## src/hw/stringAccel_config.svh

```systemverilog
// String accelerator configuration
`ifndef STRING_ACCEL_CONFIG_SVH
`define STRING_ACCEL_CONFIG_SVH

// FIFO depth in words, fixed by the register map
`define STRING_MAX_WORDS 4

// Avalon data and address widths
`define STRING_WORD_BITS 32
`define STRING_ADDR_BITS 3

// Index reported when the key never shows up
`define STRING_NOT_FOUND 16'hFFFF

`endif

```

## src/hw/avalonPkg.sv

```systemverilog
// Avalon bus types
`include "stringAccel_config.svh"

package avalonPkg;

	// One data word on the bus
	typedef logic [`STRING_WORD_BITS-1:0] busWord;

	// Register address
	typedef logic [`STRING_ADDR_BITS-1:0] busAddr;

	// Slave-side request from the interconnect
	typedef struct packed {
		logic chipselect;
		logic read;
		logic write;
		busAddr address;
		busWord writedata;
	} busRequest;

	// Register map
	typedef enum busAddr {
		regData = 0,
		regKey = 1,
		regControl = 2,
		regResult = 3
	} regAddr;

endpackage

```

## src/hw/stringPkg.sv

```systemverilog
// String scan types
`include "stringAccel_config.svh"

package stringPkg;

	// One ASCII character
	typedef logic [7:0] charByte;

	// FIFO fill level, 0 up to full depth
	typedef logic [$clog2(`STRING_MAX_WORDS + 1)-1:0] fifoCount;

	// Byte position or string length
	typedef logic [15:0] charIndex;

	// Start request toward the scanner
	typedef struct packed {
		logic go;
		charByte key;
	} scanCommand;

	// Scanner status, all levels
	typedef struct packed {
		logic busy;
		logic done;
		charIndex length;
		charIndex index;
	} scanResult;

	// Scanner FSM
	typedef enum logic [1:0] {
		idle,
		fetch,
		inspect,
		finish
	} scanState;

endpackage

```

## src/hw/avalonRegisterFile.sv

```systemverilog
// Avalon register front end
`include "stringAccel_config.svh"

module avalonRegisterFile (
	input  logic                  clk,
	input  logic                  reset,
	input  avalonPkg::busRequest  request,
	input  stringPkg::fifoCount   count,
	input  avalonPkg::busWord     headWord,
	input  stringPkg::scanResult  result,
	output logic                  pushValid,
	output logic                  flush,
	output avalonPkg::busWord     pushData,
	output stringPkg::scanCommand command,
	output avalonPkg::busWord     readdata
);

	// Bus strobes
	logic writeStrobe;
	logic readStrobe;
	logic writeKey;
	logic writeControl;
	avalonPkg::regAddr address;

	// Key register and next read value
	stringPkg::charByte key;
	avalonPkg::busWord readNext;

	assign address = avalonPkg::regAddr'(request.address);
	assign writeStrobe = request.chipselect && request.write;
	assign readStrobe = request.chipselect && request.read;

	// Per-register write decode
	assign writeKey = writeStrobe && (address == avalonPkg::regKey);
	assign writeControl = writeStrobe && (address == avalonPkg::regControl);

	// Data writes go straight to the FIFO
	// full FIFO discards them on its own
	assign pushValid = writeStrobe && (address == avalonPkg::regData);
	assign pushData = request.writedata;

	// Control bit 1 empties the FIFO
	assign flush = writeControl && request.writedata[1];

	// Control bit 0 starts a scan, key rides along as a level
	always_comb begin
		command.go = writeControl && request.writedata[0];
		command.key = key;
	end

	// Search character
	always_ff @(posedge clk) begin
		if (reset) begin
			key <= '0;
		end else if (writeKey) begin
			key <= request.writedata[$bits(key)-1:0];
		end
	end

	// Read mux
	always_comb begin
		readNext = '0;
		case (address)
			avalonPkg::regData: begin
				// Peek only, the head stays in the FIFO
				readNext = headWord;
			end
			avalonPkg::regKey: begin
				readNext[$bits(key)-1:0] = key;
			end
			avalonPkg::regControl: begin
				readNext[0] = result.done;
				readNext[1] = result.busy;
				readNext[2 +: $bits(count)] = count;
			end
			avalonPkg::regResult: begin
				readNext[`STRING_WORD_BITS-1 -: $bits(result.index)] = result.index;
				readNext[$bits(result.length)-1:0] = result.length;
			end
			default: begin
				readNext = '0;
			end
		endcase
	end

	// Fixed read latency of one cycle
	always_ff @(posedge clk) begin
		if (reset) begin
			readdata <= '0;
		end else if (readStrobe) begin
			readdata <= readNext;
		end
	end

	// Host never strobes read and write in one transfer
	assert property (@(posedge clk) disable iff (reset)
		request.chipselect |-> !(request.read && request.write))
		else $error("read and write strobed together");

endmodule

```

## src/hw/wordFifo.sv

```systemverilog
// Circular word FIFO
`include "stringAccel_config.svh"

module wordFifo (
	input  logic                clk,
	input  logic                reset,
	input  logic                pushValid,
	input  logic                pop,
	input  logic                flush,
	input  avalonPkg::busWord   pushData,
	output avalonPkg::busWord   headWord,
	output stringPkg::fifoCount count,
	output logic                notEmpty
);

	// Pointer into the storage array
	typedef logic [$clog2(`STRING_MAX_WORDS)-1:0] fifoPtr;

	avalonPkg::busWord storage [`STRING_MAX_WORDS];
	fifoPtr readPtr;
	fifoPtr writePtr;
	logic full;
	logic doPush;

	assign full = (count == `STRING_MAX_WORDS);
	assign notEmpty = (count != '0);

	// Pushes into a full FIFO are lost
	assign doPush = pushValid && !full;

	// Oldest word, visible without popping
	assign headWord = storage[readPtr];

	// Payload storage
	always_ff @(posedge clk) begin
		if (doPush && !flush) begin
			storage[writePtr] <= pushData;
		end
	end

	// Pointers and fill level, flush wins over push and pop
	always_ff @(posedge clk) begin
		if (reset || flush) begin
			readPtr <= '0;
			writePtr <= '0;
			count <= '0;
		end else begin
			if (doPush) begin
				writePtr <= (writePtr == fifoPtr'(`STRING_MAX_WORDS - 1)) ? '0 : writePtr + 1'b1;
			end
			if (pop) begin
				readPtr <= (readPtr == fifoPtr'(`STRING_MAX_WORDS - 1)) ? '0 : readPtr + 1'b1;
			end
			// Simultaneous push and pop leaves the level alone
			case ({doPush, pop})
				2'b10: count <= count + 1'b1;
				2'b01: count <= count - 1'b1;
				default: count <= count;
			endcase
		end
	end

	// Fill level stays within depth
	assert property (@(posedge clk) disable iff (reset)
		count <= `STRING_MAX_WORDS)
		else $error("FIFO count above depth");

	// Scanner only pops a non-empty FIFO
	assert property (@(posedge clk) disable iff (reset)
		pop |-> notEmpty)
		else $error("pop while FIFO empty");

endmodule

```

## src/hw/stringScanner.sv

```systemverilog
// String length and key scanner
`include "stringAccel_config.svh"

module stringScanner (
	input  logic                  clk,
	input  logic                  reset,
	input  stringPkg::scanCommand command,
	input  logic                  notEmpty,
	input  avalonPkg::busWord     headWord,
	output logic                  pop,
	output stringPkg::scanResult  result
);

	stringPkg::scanState state;
	stringPkg::charByte key;

	// Word under inspection
	avalonPkg::busWord word;

	// Running results
	stringPkg::charIndex length;
	stringPkg::charIndex index;

	// Per-word inspection results
	logic hitTerm;
	logic matchHit;
	stringPkg::charIndex bytesBefore;
	stringPkg::charIndex matchPos;

	// One pop per fetch, only with data waiting
	assign pop = (state == stringPkg::fetch) && notEmpty;

	always_comb begin
		result.busy = (state == stringPkg::fetch) || (state == stringPkg::inspect);
		result.done = (state == stringPkg::finish);
		result.length = length;
		result.index = index;
	end

	// Walk the four bytes, lowest first
	always_comb begin
		hitTerm = 1'b0;
		matchHit = 1'b0;
		bytesBefore = '0;
		matchPos = '0;
		for (int i = 0; i < `STRING_WORD_BITS / 8; i++) begin
			if (!hitTerm) begin
				if (word[8*i +: 8] == 8'h00) begin
					hitTerm = 1'b1;
				end else begin
					// Only bytes ahead of the terminator can match
					if (!matchHit && (word[8*i +: 8] == key)) begin
						matchHit = 1'b1;
						matchPos = stringPkg::charIndex'(i);
					end
					bytesBefore = bytesBefore + 1'b1;
				end
			end
		end
	end

	// Scan FSM
	always_ff @(posedge clk) begin
		if (reset) begin
			state <= stringPkg::idle;
		end else begin
			case (state)
				stringPkg::idle, stringPkg::finish: begin
					// Go while busy never reaches here
					if (command.go) begin
						state <= stringPkg::fetch;
					end
				end
				stringPkg::fetch: begin
					// Out of words ends the scan
					state <= notEmpty ? stringPkg::inspect : stringPkg::finish;
				end
				stringPkg::inspect: begin
					state <= hitTerm ? stringPkg::finish : stringPkg::fetch;
				end
				default: state <= stringPkg::idle;
			endcase
		end
	end

	// Key latch, captured word and running counts
	always_ff @(posedge clk) begin
		if (reset) begin
			length <= '0;
			index <= `STRING_NOT_FOUND;
		end else if (command.go && (state == stringPkg::idle || state == stringPkg::finish)) begin
			length <= '0;
			index <= `STRING_NOT_FOUND;
		end else if (state == stringPkg::inspect) begin
			length <= length + bytesBefore;
			// First match only
			if (matchHit && (index == `STRING_NOT_FOUND)) begin
				index <= length + matchPos;
			end
		end
	end

	// Payload registers
	always_ff @(posedge clk) begin
		if (command.go && (state == stringPkg::idle || state == stringPkg::finish)) begin
			key <= command.key;
		end
		if (pop) begin
			word <= headWord;
		end
	end

	// Done and busy are exclusive
	assert property (@(posedge clk) disable iff (reset)
		!(result.done && result.busy))
		else $error("done and busy both high");

endmodule

```

## src/hw/stringAccelerator.sv

```systemverilog
// String accelerator top level
`include "stringAccel_config.svh"

module stringAccelerator (
	input  logic                 clk,
	input  logic                 reset,
	input  avalonPkg::busRequest request,
	output avalonPkg::busWord    readdata
);

	// Register file to FIFO
	logic pushValid;
	logic flush;
	avalonPkg::busWord pushData;

	// FIFO status and head
	stringPkg::fifoCount count;
	avalonPkg::busWord headWord;
	logic notEmpty;

	// Scanner handshake
	logic pop;
	stringPkg::scanCommand command;
	stringPkg::scanResult result;

	// Producer
	avalonRegisterFile u_registerFile (
		.clk(clk),
		.reset(reset),
		.request(request),
		.count(count),
		.headWord(headWord),
		.result(result),
		.pushValid(pushValid),
		.flush(flush),
		.pushData(pushData),
		.command(command),
		.readdata(readdata)
	);

	// Buffer
	wordFifo u_wordFifo (
		.clk(clk),
		.reset(reset),
		.pushValid(pushValid),
		.pop(pop),
		.flush(flush),
		.pushData(pushData),
		.headWord(headWord),
		.count(count),
		.notEmpty(notEmpty)
	);

	// Consumer
	stringScanner u_stringScanner (
		.clk(clk),
		.reset(reset),
		.command(command),
		.notEmpty(notEmpty),
		.headWord(headWord),
		.pop(pop),
		.result(result)
	);

endmodule

```

## config.mk

```make
export PLATFORM = sky130hd
export DESIGN_NAME = stringAccelerator
export DESIGN_NICKNAME = d
export VERILOG_FILES = /design/src/hw/avalonPkg.sv /design/src/hw/stringPkg.sv /design/src/hw/avalonRegisterFile.sv /design/src/hw/wordFifo.sv /design/src/hw/stringScanner.sv /design/src/hw/stringAccelerator.sv
export VERILOG_INCLUDE_DIRS = /design/src /design/src/hw
export SDC_FILE = /design/constraint.sdc
export NUM_CORES = 1
export LEC_CHECK = 0
export BUFFER_PORTS_ARGS = -buffer_cell sky130_fd_sc_hd__buf_2
export CORE_AREA = 2 2 177 179
export CTS_CLUSTER_SIZE = 40
export DETAILED_ROUTE_END_ITERATION = 6
export DIE_AREA = 0 0 179 181
export GPL_ROUTABILITY_DRIVEN = 0
export HOLD_SLACK_MARGIN = 0.02
export SYNTH_ARGS = -nofsm -noshare
export SYNTH_HDL_FRONTEND = slang
export SYNTH_SLANG_ARGS = --single-unit
export TNS_END_PERCENT = 50
```

## constraint.sdc

```tcl
create_clock -name clk -period 3.1 [get_ports clk]
set_clock_uncertainty 0.05 [all_clocks]
set_input_delay 0.31 -clock clk [delete_from_list [all_inputs] [get_ports clk]]
set_output_delay 0.31 -clock clk [all_outputs]
set_load 0.02 [all_outputs]
```

# Word-level counts from Yosys, hierarchy flattened
# Memories as Yosys holds them, arrays and structs flattened. A register that Yosys moved wholly into a read port is not among the register bits.
# Cells that the tools add are included.
# W data, S select, Z words.
[op_classes]
addsub = 9
n_eq_ne = 17
muxes = 48
reduce_logical = 34
[ops]
columns = ["cell", "count"]
rows = [
  ["$mux W16", 14],
  ["$pmux W24 S2", 1],
  ["$add A16 B1 Y16 const B", 2],
  ["$add A16 B16 Y16", 2],
  ["$eq A8 B8 Y1", 4],
  ["$logic_not A8 Y1", 4],
  ["$mux W1", 23],
  ["$pmux W5 S4", 1],
  ["$eq A16 B16 Y1 const B", 1],
  ["$logic_and A1 B1 Y1", 15],
  ["$mux W2", 6],
  ["$eq A2 B2 Y1 const B", 5],
  ["$pmux W3 S3", 1],
  ["$eq A3 B2 Y1 const B", 2],
  ["$pmux W2 S3", 1],
  ["$pmux W3 S2", 1],
  ["$logic_not A1 Y1", 5],
  ["$add A2 B1 Y2 const B", 2],
  ["$eq A2 B1 Y1 const B", 2],
  ["$reduce_or A2 Y1", 2],
  ["$add A3 B1 Y3 const B", 1],
  ["$eq A3 B1 Y1 const B", 1],
  ["$eq A3 B3 Y1 const B", 1],
  ["$logic_not A3 Y1", 1],
  ["other kinds (8)", 10],
]
[totals]
register_bits = 121
mem_bits_rw = 128
input_bits = 40
out_inout_bits = 32
n_memories = 1
[memory_table]
columns = ["memory", "words", "word_bits", "rd", "rd_clocked_by_memory_dff", "write_ports", "line_no", "source"]
rows = [
  ["u_wordFifo.storage", 4, 32, 1, 1, 1, "wordFifo.sv:19", "avalonPkg::busWord storage [`STRING_MAX_WORDS];"],
]

# Depth between registers and ports, before layout
# Gate-level depths: netlist of run 1.
[logic_depth]
depth_word = 20
ltp_mapped = 13
ltp_nobuf = 13

# Modules after synthesis
# From an unflattened synthesis of run 1, not the netlist that was laid out.
[hier_totals]
hier_cells = 871
hier_area_um2 = 11319.6
[by_module_without_submodules]
columns = ["module", "n_inst", "cells_each", "area_per_inst_um2", "seq_area_each_um2"]
rows = [
  ["wordFifo", 1, 215, 5084.9, 4023.9],
  ["stringScanner", 1, 361, 3856.2, 1881.8],
  ["avalonRegisterFile", 1, 295, 2378.5, 800.8],
]

# Worst setup path before layout of run 1
# Ideal clock, no wire load.
[synth_timing]
kind = "flip-flop to flip-flop"
from = "register u_stringScanner.key[2]"
to = "register u_stringScanner.index[15]"
arrival_ps = 2760
required_ps = 2921
path_slack_ps = 161
path_stages_with_launch = 12
n_path_buf = 0
period_less_slack_ps = 2939
cell_sequence = "edfxtp_1 xor2_1 nor4_1 nand3_1 nand2_1 and3b_1 ha_1 a21oi_1 or3_1 o21a_1 o41ai_1 a21oi_1"
[synth_via]
elab_chain_len = 20
elab_cells_between_ends = 33
classes_between = "add/sub: 1; eq/ne: 4; mux: 20; reduce/logical: 8"
[synth_rtl]
columns = ["item", "line_no", "source"]
rows = [
  ["start, declared", "stringScanner.sv:15", "stringPkg::charByte key;"],
  ["start signal, assigned", "stringScanner.sv:106", "key <= command.key;"],
  ["branches (longest 20 deep; another with $eq A8 B8 Y1)", "n/a", ""],
  ["end signal, assigned", "stringScanner.sv:90", "index <= `STRING_NOT_FOUND;"],
  ["end signal, assigned", "stringScanner.sv:93", "index <= `STRING_NOT_FOUND;"],
  ["end signal, assigned", "stringScanner.sv:98", "index <= length + matchPos;"],
  ["end, declared", "stringScanner.sv:22", "stringPkg::charIndex index;"],
]
# Several ways; the timed one is not identified.
# A chain may end at the register's enable or synchronous reset.

# Final worst setup path of run 1
[layout_timing]
from = "register u_stringScanner.key[0]"
to = "register u_stringScanner.index[15]"
# The elaborated chain is that of the path after synthesis.

==> key figures, run 1 <==
CTS
  – TritonCTS clock tree: done
  – Cts bufs inserted: 26
  – Later-pin clock latency in the skew report: 0.53 ns
  – Maximum level of the CTS H-tree: 1
  – Clock slew at reported path FFs: 0.06 ns
  – Root buffer cell: clkbuf_16
  – Total number of clock tree sinks: 251
  – Number of buffers on the longest clock path: 3

Finish
  – Filler Cells Inserted: 2,738
  – Antenna diode count: 0
  – Area of all placed cells without fillers: 0.0130 mm^2
  – Number of nets in the final layout: 943
  – Area taken by flip-flops and latches: 0.00671 mm^2
  – Signed area change from the synthesized netlist to the final layout: 22.3%
  – Final standard cell count with taps included and fillers excluded: 1,300
  – Fraction of layout instances using a drive strength above 1: 24.2%
  – Area occupied by multi-input gates: 0.00384 mm^2

Power and ir drop
  – Internal power: 5550 uW
  – Psw: 1490 uW
  – Final Total Pwr: 7040 uW
  – Switching power as a share of total power: 21.2%
  – Clock share of power: 43.0%
  – Static power due to leakage: 0.00459 uW
  – Seq pwr share: 51.6%
  – Combinational share of power: 5.4%
  – Pwr Density: 544 mW/mm^2
  – Worst IR Drop VDD: 442 uV

Floorplanning
  – FP Rows: 64
  – Count of pins on the block boundary: 72
  – Core box area: 0.0303 mm^2
  – Die Y-Extent: 181 um
  – Overall die area: 0.0324 mm^2
  – Starting Density: 34.9%
  – Die outline width: 179 um

Synthesis
  – Unique masters post-synth: 56
  – Ys flop type: edfxtp_1
  – Seq cells post-synth: 251
  – Syn Area/Cell: 14.1 um^2
  – Cells after Synth: 752
  – Post-synthesis sequential area ratio: 63.3%
  – Yosys Warn Count: 0
  – Mapped cell area: 0.0106 mm^2
  – Net Count, Synth: 811
  – Fraction of synthesis flops using an asynchronous set or reset pin: 0%
  – Number of synthesized flops with an enable pin: 168

GRT
  – Wire length of the first global-routing pass: 39.7 mm
  – Global route overflow: 0
  – Largest net degree at the start of global routing: 33
  – Via count of the first global-routing pass: 6,648
  – Number of antenna violations at the first check in global routing: 0
  – GRT Resource Usage Total: 15.9%

Timing
  – Final setup margin: 0.138 ns
  – Final Critical Period: 2.96 ns
  – Final Hold Fails: 0
  – Slew margin rel.: 51.1%
  – Fraction of the cycle the final worst path needs: 95.5%
  – Final setup violation count: 0
  – Final Max Slew Viols: 0
  – Setup TNS after final layout: 0 ns
  – Worst slew pin tran: 0.731 ns
  – Peak Freq: 338 MHz
  – Setup repair after global routing missed its margin: true

Setup path
  – Depth of the most critical reg-to-reg path: 11
  – Startpoint of the most critical setup path: u_stringScanner.key[0]$_DFFE_PP_
  – Kind of end point of the critical path: flip-flop
  – Startpoint of the worst register-to-register path: u_stringScanner.key[0]$_DFFE_PP_
  – Crit-path cells: buf_4, xor2_1, nor4_1, nand2_1, and3b_2, ha_1, a21oi_2, or3_4, o21a_1, o41ai_2, a21oi_1
  – CP Max Fanout: 4
  – Slowest Stage Delay on Critical Path: 0.50 ns
  – Arr. time, crit path: 3.32 ns
  – Type of element launching the critical path: flip-flop
  – Critical path class: flip-flop to flip-flop
  – Crit path required time: 3.45 ns
  – Crit path max-delay cell type: edfxtp_1

Detailed routing
  – Per-cell routed wire length: 20.0 um
  – Detailed Route Iter0 Violations: 468
  – Residual DRC: 0
  – Number of vias after detailed routing: 6,869
  – Mean number of vias per cell: 5.28
  – Number of nets still failing antenna checks after routing: 0
  – Final wirelength: 25.9 mm
  – Drt first pass iters: 5

Outcome
  – Run status: finished clean

Placed design
  – Number of instances in the placed design: 1,209
  – HPWL reported at the end of detailed placement: 17.6 mm
  – I/O Buffers: 71
  – Pre-CTS worst setup slack: -0.00252 ns
  – Post-placement cell area: 0.0115 mm^2

Hold path
  – Worst hold path depth: 3
  – Origin of the worst min-delay path: request[34]
  – Worst hold path class: primary input to flip-flop

Flow run
  – Reported max-cap violation count: 0
## timing repair
item	in CTS	in global routing
hold buffers	32	0
endpoints found under the setup margin	3	24
pin swaps	0	14
resized for setup	0	41
endpoints found under the hold margin	128	0
setup buffers	0	11
## layout make-up
| class | count | share of cell area (%) |
|---|---|---|
| Sequential cell | 251 | 51.8 |
| Multi-Input combinational cell | 445 | 29.6 |
| Timing Repair Buffer | 145 | 7.84 |
| Clock buffer | 41 | 6.01 |
| Tap cell | 396 | 3.83 |
| Clock inverter | 7 | 0.444 |
| Inverter | 15 | 0.435 |
## power groups by stage
stage / logic [uW] / registers [uW] / clock network [uW]
final: 380 / 3640 / 3030
after global routing: 418 / 3640 / 3230
after CTS: 379 / 3640 / 3100
after detailed placement: 347 / 3710 / 0
after global placement: 340 / 3710 / 0
after floorplan: 187 / 3720 / 0
## cell usage in the layout, fill, tap and decap left out, types with 5 or more instances in the layout
master         instances
nand4_1                8
o32ai_1               14
nand2_1               32
clkbuf_8               5
mux4_2                26
nor2_1                70
mux4_1                11
dfxtp_1               82
nor3_1                28
edfxtp_1             168
nand2b_1               6
xnor2_1                7
clkbuf_16             27
a21oi_1               30
nand3b_1               5
buf_4                 40
nor4_1                12
xor2_1                43
and2_1                 6
ha_1                  15
nor4_2                13
dlygate4sd3_1         32
a221oi_1              24
nand3_1                7
clkbuf_1               9
inv_1                 15
mux2i_1               18
buf_2                 71
## worst paths after layout
check | end | slack [ns]
setup reg to reg | u_stringScanner.index[15]$_SDFFE_PP1P_ | 0.14
setup / recovery | u_stringScanner.index[15]$_SDFFE_PP1P_ | 0.14
hold reg to reg | u_registerFile.readdata[3]$_SDFFE_PP0P_ | 0.40
hold / removal | u_registerFile.readdata[4]$_SDFFE_PP0P_ | 0.19
## stage by stage
step | utilization (%) | hold slack, ns
after global placement | 37.9 | 0.392
after global routing | 42.7 | 0.193
after detailed placement | 37.9 | 0.397
after CTS | 41.7 | 0.162
final | 42.7 | 0.190
after floorplan | - | 0.359
## Yosys cell counts (3+ instances only)
| cell | n | area (um^2) |
|---|---|---|
| nand4_1 | 8 | 50.1 |
| xnor2_1 | 7 | 61.3 |
| nor2_1 | 72 | 270 |
| dfxtp_1 | 83 | 1660 |
| and3b_1 | 3 | 26.3 |
| mux2_2 | 3 | 33.8 |
| or3_1 | 5 | 31.3 |
| nand3_1 | 8 | 40.0 |
| a22oi_1 | 3 | 22.5 |
| nand3b_1 | 5 | 37.5 |
| ha_1 | 16 | 200 |
| mux4_1 | 11 | 289 |
| and2_1 | 6 | 37.5 |
| buf_1 | 4 | 15.0 |
| mux2i_1 | 18 | 180 |
| o21ai_0 | 4 | 20.0 |
| nor3_1 | 30 | 150 |
| a21o_1 | 4 | 30.0 |
| fa_1 | 3 | 60.1 |
| o32ai_1 | 15 | 131 |
| a22o_1 | 3 | 26.3 |
| nand2_1 | 32 | 120 |
| edfxtp_1 | 168 | 5040 |
| xor2_1 | 43 | 377 |
| a21oi_1 | 33 | 165 |
| clkbuf_1 | 20 | 75.1 |
| inv_1 | 15 | 56.3 |
| nor4_1 | 29 | 181 |
| buf_2 | 11 | 55.1 |
| mux4_2 | 26 | 586 |
| a221oi_1 | 24 | 210 |
| nand2b_1 | 6 | 37.5 |
| buf_6 | 3 | 33.8 |
## per-layer routing
layer | track usage [%] | share of wire [%] | up-vias
li1 | - | - | 3171
met3 | 2.50 | 4.8 | 43
met2 | 25.6 | 48 | 199
met4 | 4.10 | 2.1 | 0
met5 | 0 | 0 | -
met1 | 22.4 | 45 | 3456
## sequential cells by signal, indices dropped and copies added, names as in the netlist, named ones only
| register | flops |
|---|---|
| u_wordFifo.storage | 128 |
| u_registerFile.readdata | 32 |
| u_stringScanner.word | 32 |
| u_stringScanner.index | 16 |
| u_stringScanner.length | 16 |
| u_registerFile.key | 8 |
| u_stringScanner.key | 8 |
| u_wordFifo.count | 3 |
| u_stringScanner.state | 2 |
| u_wordFifo.readPtr | 2 |
| u_wordFifo.writePtr | 2 |
## cell families after synthesis
family | Yosys count | synth area share, %
other cells | 1 | 0.0354
xor+xnor | 50 | 4.14
compound gates | 102 | 7.10
simple gates | 215 | 10.1
buf+inv | 56 | 2.55
fa+ha+maj | 19 | 2.46
mux | 58 | 10.3
flops | 251 | 63.3
## worst max-delay path: cells and delay by family (launching register included)
kind	cells	cell delay [ns]
buf+inv	1	0.19
xor+xnor	1	0.13
flops	1	0.50
compound gates	4	0.61
simple gates	4	1.07
fa+ha+maj	1	0.29
No activity file was read; power rests on OpenSTA's default activity.
==> inputs of run 2 (changes only) <==
--- a/config.mk
+++ b/config.mk
@@ -8,6 +8,7 @@
 export LEC_CHECK = 0
 export BUFFER_PORTS_ARGS = -buffer_cell sky130_fd_sc_hd__buf_2
 export CORE_AREA = 2 2 177 179
+export CTS_BUF_LIST = sky130_fd_sc_hd__clkbuf_8
 export CTS_CLUSTER_SIZE = 40
 export DETAILED_ROUTE_END_ITERATION = 6
 export DIE_AREA = 0 0 179 181
==> run 2 against run 1 <==
Critical path depth rose by 2. Die area unchanged. Via count increased by 0.55%. Combinational power about the same. Core utilization down 0.37 points. Sequential cell count is the same. Register-to-register slack got worse by 0.099 ns. Sequential share of layout area up 0.45 points. Count of clock-buffer cells in the layout increased by 1. Critical path type unchanged. Largest cell class unchanged. Largest power group unchanged. Highest routed layer is now met5.
==> key figures, run 2 (synthesis gave the netlist of run 1 again) <==
Detailed routing
  – Number of nets still failing antenna checks after routing: 0 (unchanged)
  – Per-cell routed wire length: 19.8 um (-0.98%)
  – Number of vias after detailed routing: 6,907 (+0.55%)
  – Detailed Route Iter0 Violations: 543 (+16%)
  – Final wirelength: 26.1 mm (+0.62%)
  – Drt first pass iters: 5 (unchanged)
  – Mean number of vias per cell: 5.23 (-1.0%)
  – Residual DRC: 0 (unchanged)

Timing
  – Fraction of the cycle the final worst path needs: 98.7% (+3.2 points)
  – Setup repair after global routing missed its margin: true
  – Final setup violation count: 0 (unchanged)
  – Worst slew pin tran: 0.740 ns (+0.00921 ns)
  – Slew margin rel.: 50.5% (-0.55 points)
  – Final Max Slew Viols: 0 (unchanged)
  – Peak Freq: 327 MHz (-3.2%)
  – Final Hold Fails: 0 (unchanged)
  – Final Critical Period: 3.06 ns (+0.0988 ns)
  – Final setup margin: 0.0393 ns (-0.0988 ns)

Floorplanning
  – Die Y-Extent: 181 um (unchanged)
  – Starting Density: 34.9% (unchanged)
  – Core box area: 0.0303 mm^2 (unchanged)
  – Count of pins on the block boundary: 72 (unchanged)
  – Die outline width: 179 um (unchanged)
  – FP Rows: 64 (unchanged)
  – Overall die area: 0.0324 mm^2 (unchanged)

Finish
  – Antenna diode count: 0 (unchanged)
  – Fraction of layout instances using a drive strength above 1: 25.1% (+0.86 points)
  – Filler Cells Inserted: 2,773 (+1.3%)
  – Signed area change from the synthesized netlist to the final layout: 21.3%
  – Number of nets in the final layout: 953 (+1.1%)
  – Register with the highest flop count: u_wordFifo.storage
  – Registers with the most flip-flops: u_wordFifo.storage (128), u_registerFile.readdata (32), u_stringScanner.word (32)
  – Top library cells by usage in the layout, fill and taps aside: edfxtp_1 (168), dfxtp_1 (82), buf_2 (71)
  – Number of flip-flops under the largest register name: 128 (unchanged)
  – Most common cell after layout, fill and taps aside: edfxtp_1

CTS
  – Total number of clock tree sinks: 251 (unchanged)
  – Later-pin clock latency in the skew report: 0.55 ns (+0.02 ns)
  – Root buffer cell: clkbuf_8
  – Cts bufs inserted: 40 (+54%)
  – Number of buffers on the longest clock path: 3 (unchanged)
  – Maximum level of the CTS H-tree: 2 (+1)
  – TritonCTS clock tree: done
  – Clock slew at reported path FFs: 0.06 ns (about the same)

GRT
  – GRT Resource Usage Total: 16.2% (+0.33 points)
  – Via count of the first global-routing pass: 6,846 (+3.0%)
  – Number of antenna violations at the first check in global routing: 1 (+1)
  – Global route overflow: 0 (unchanged)
  – Largest net degree at the start of global routing: 33 (unchanged)
  – Wire length of the first global-routing pass: 40.1 mm (+1.0%)

Setup path
  – End of the worst register-to-register path: u_stringScanner.index[9]$_SDFFE_PP1P_
  – Crit path required time: 3.48 ns (+0.03 ns)
  – CP Max Fanout: 5 (+1)
  – Startpoint of the worst register-to-register path: u_stringScanner.key[0]$_DFFE_PP_
  – Depth of the most critical reg-to-reg path: 13 (+2)
  – Arr. time, crit path: 3.44 ns (+0.12 ns)
  – Worst-case register-to-register setup slack: 0.04 ns (-0.10 ns)
  – Type of element launching the critical path: flip-flop
  – Kind of end point of the critical path: flip-flop
  – Critical path class: flip-flop to flip-flop

Placed design
  – I/O Buffers: 71 (unchanged)
  – HPWL reported at the end of detailed placement: 17.6 mm (unchanged)
  – Pre-CTS worst setup slack: -0.00252 ns (unchanged)

Hold path
  – Origin of the worst min-delay path: request[34]
  – Worst-case hold path end point: u_registerFile.readdata[4]$_SDFFE_PP0P_
  – Worst hold path class: primary input to flip-flop
  – Worst hold path depth: 3 (unchanged)

Power and ir drop
  – Static power due to leakage: 0.00459 uW (-0.12%)
  – Pwr Density: 513 mW/mm^2 (-5.6%)
  – Worst IR Drop VDD: 363 uV (-18%)
  – Final Total Pwr: 6590 uW (-6.4%)

Flow run
  – Reported max-cap violation count: 0 (unchanged)

Outcome
  – Run status: finished clean
==> run 2: metrics by stage <==
step	util (%)	hold WS [ns]	instance area [um^2]	setup TNS [ns]	cells
after detailed placement	37.9	0.397	11500	-0.00252	1209
final	42.3	0.166	12800	0	1321
after global placement	37.9	0.392	11500	0	1209
after floorplan	-	0.359	10600	0	752
after CTS	41.4	0.144	12600	-0.0898	1314
after global routing	42.3	0.173	12800	-0.432	1321
==> run 2: critical path: stages, from the launching register on <==
cell and delay [ns]:
edfxtp_1 0.50, buf_4 0.19, xor2_1 0.14, nor4_2 0.32, nand3_1 0.17, nand2_1 0.10
and3b_2 0.19, ha_1 0.23, a21oi_1 0.24, buf_4 0.22, nor4_4 0.05, xor2_2 0.17
o32ai_2 0.29, a21oi_1 0.07
==> run 2: metal layers <==
metal / wire length, um / part of all wire, % / track usage, %
met1: 11800 / 45 / 22.1
met2: 12500 / 48 / 25.7
met3: 1300 / 5.0 / 3.56
met4: 584 / 2.2 / 5.40
met5: 18 / 0.069 / 0
==> run 2: worst max-delay path by stage <==
stage | slack, ns | depth (start not counted) | startpoint | end
2_1_floorplan | 0.16 | 11 | u_stringScanner.key[2]$_DFFE_PP_ | u_stringScanner.index[15]$_SDFFE_PP1P_
3_3_place_gp | 0.04 | 12 | u_stringScanner.key[2]$_DFFE_PP_ | u_stringScanner.index[12]$_SDFFE_PP1P_
3_5_place_dp | -0.003 | 12 | u_stringScanner.key[2]$_DFFE_PP_ | u_stringScanner.index[14]$_SDFFE_PP1P_
4_1_cts | -0.04 | 12 | u_stringScanner.key[2]$_DFFE_PP_ | u_stringScanner.index[14]$_SDFFE_PP1P_
5_1_grt | -0.08 | 12 | u_stringScanner.key[2]$_DFFE_PP_ | u_stringScanner.index[10]$_SDFFE_PP1P_
6_report | 0.04 | 13 | u_stringScanner.key[0]$_DFFE_PP_ | u_stringScanner.index[9]$_SDFFE_PP1P_
==> run 2: area by class of cell <==
cell class / count / area (um^2) / area share, %
clock buffers: 42 / 578 / 4.50
clock inverters: 31 / 154 / 1.20
inverters: 15 / 56.3 / 0.439
multi-input cells: 445 / 3860 / 30.1
flip-flops and latches: 251 / 6710 / 52.2
well taps: 396 / 495 / 3.86
repair buffers: 141 / 986 / 7.68
==> run 2: report_power, final <==
part | switching (uW) | internal, uW
registers | 34.5 | 3600
logic | 229 | 153
clock network | 1300 | 1270
total | 1560 | 5030
==> run 2: repair_timing <==
action                                  in CTS  in global routing
buffers inserted                             0                  7
pin swaps                                    0                 13
endpoints found under the setup margin       4                 24
hold endpoints to repair                   131                  0
gates resized for setup                      1                 42
hold buffers                                32                  0
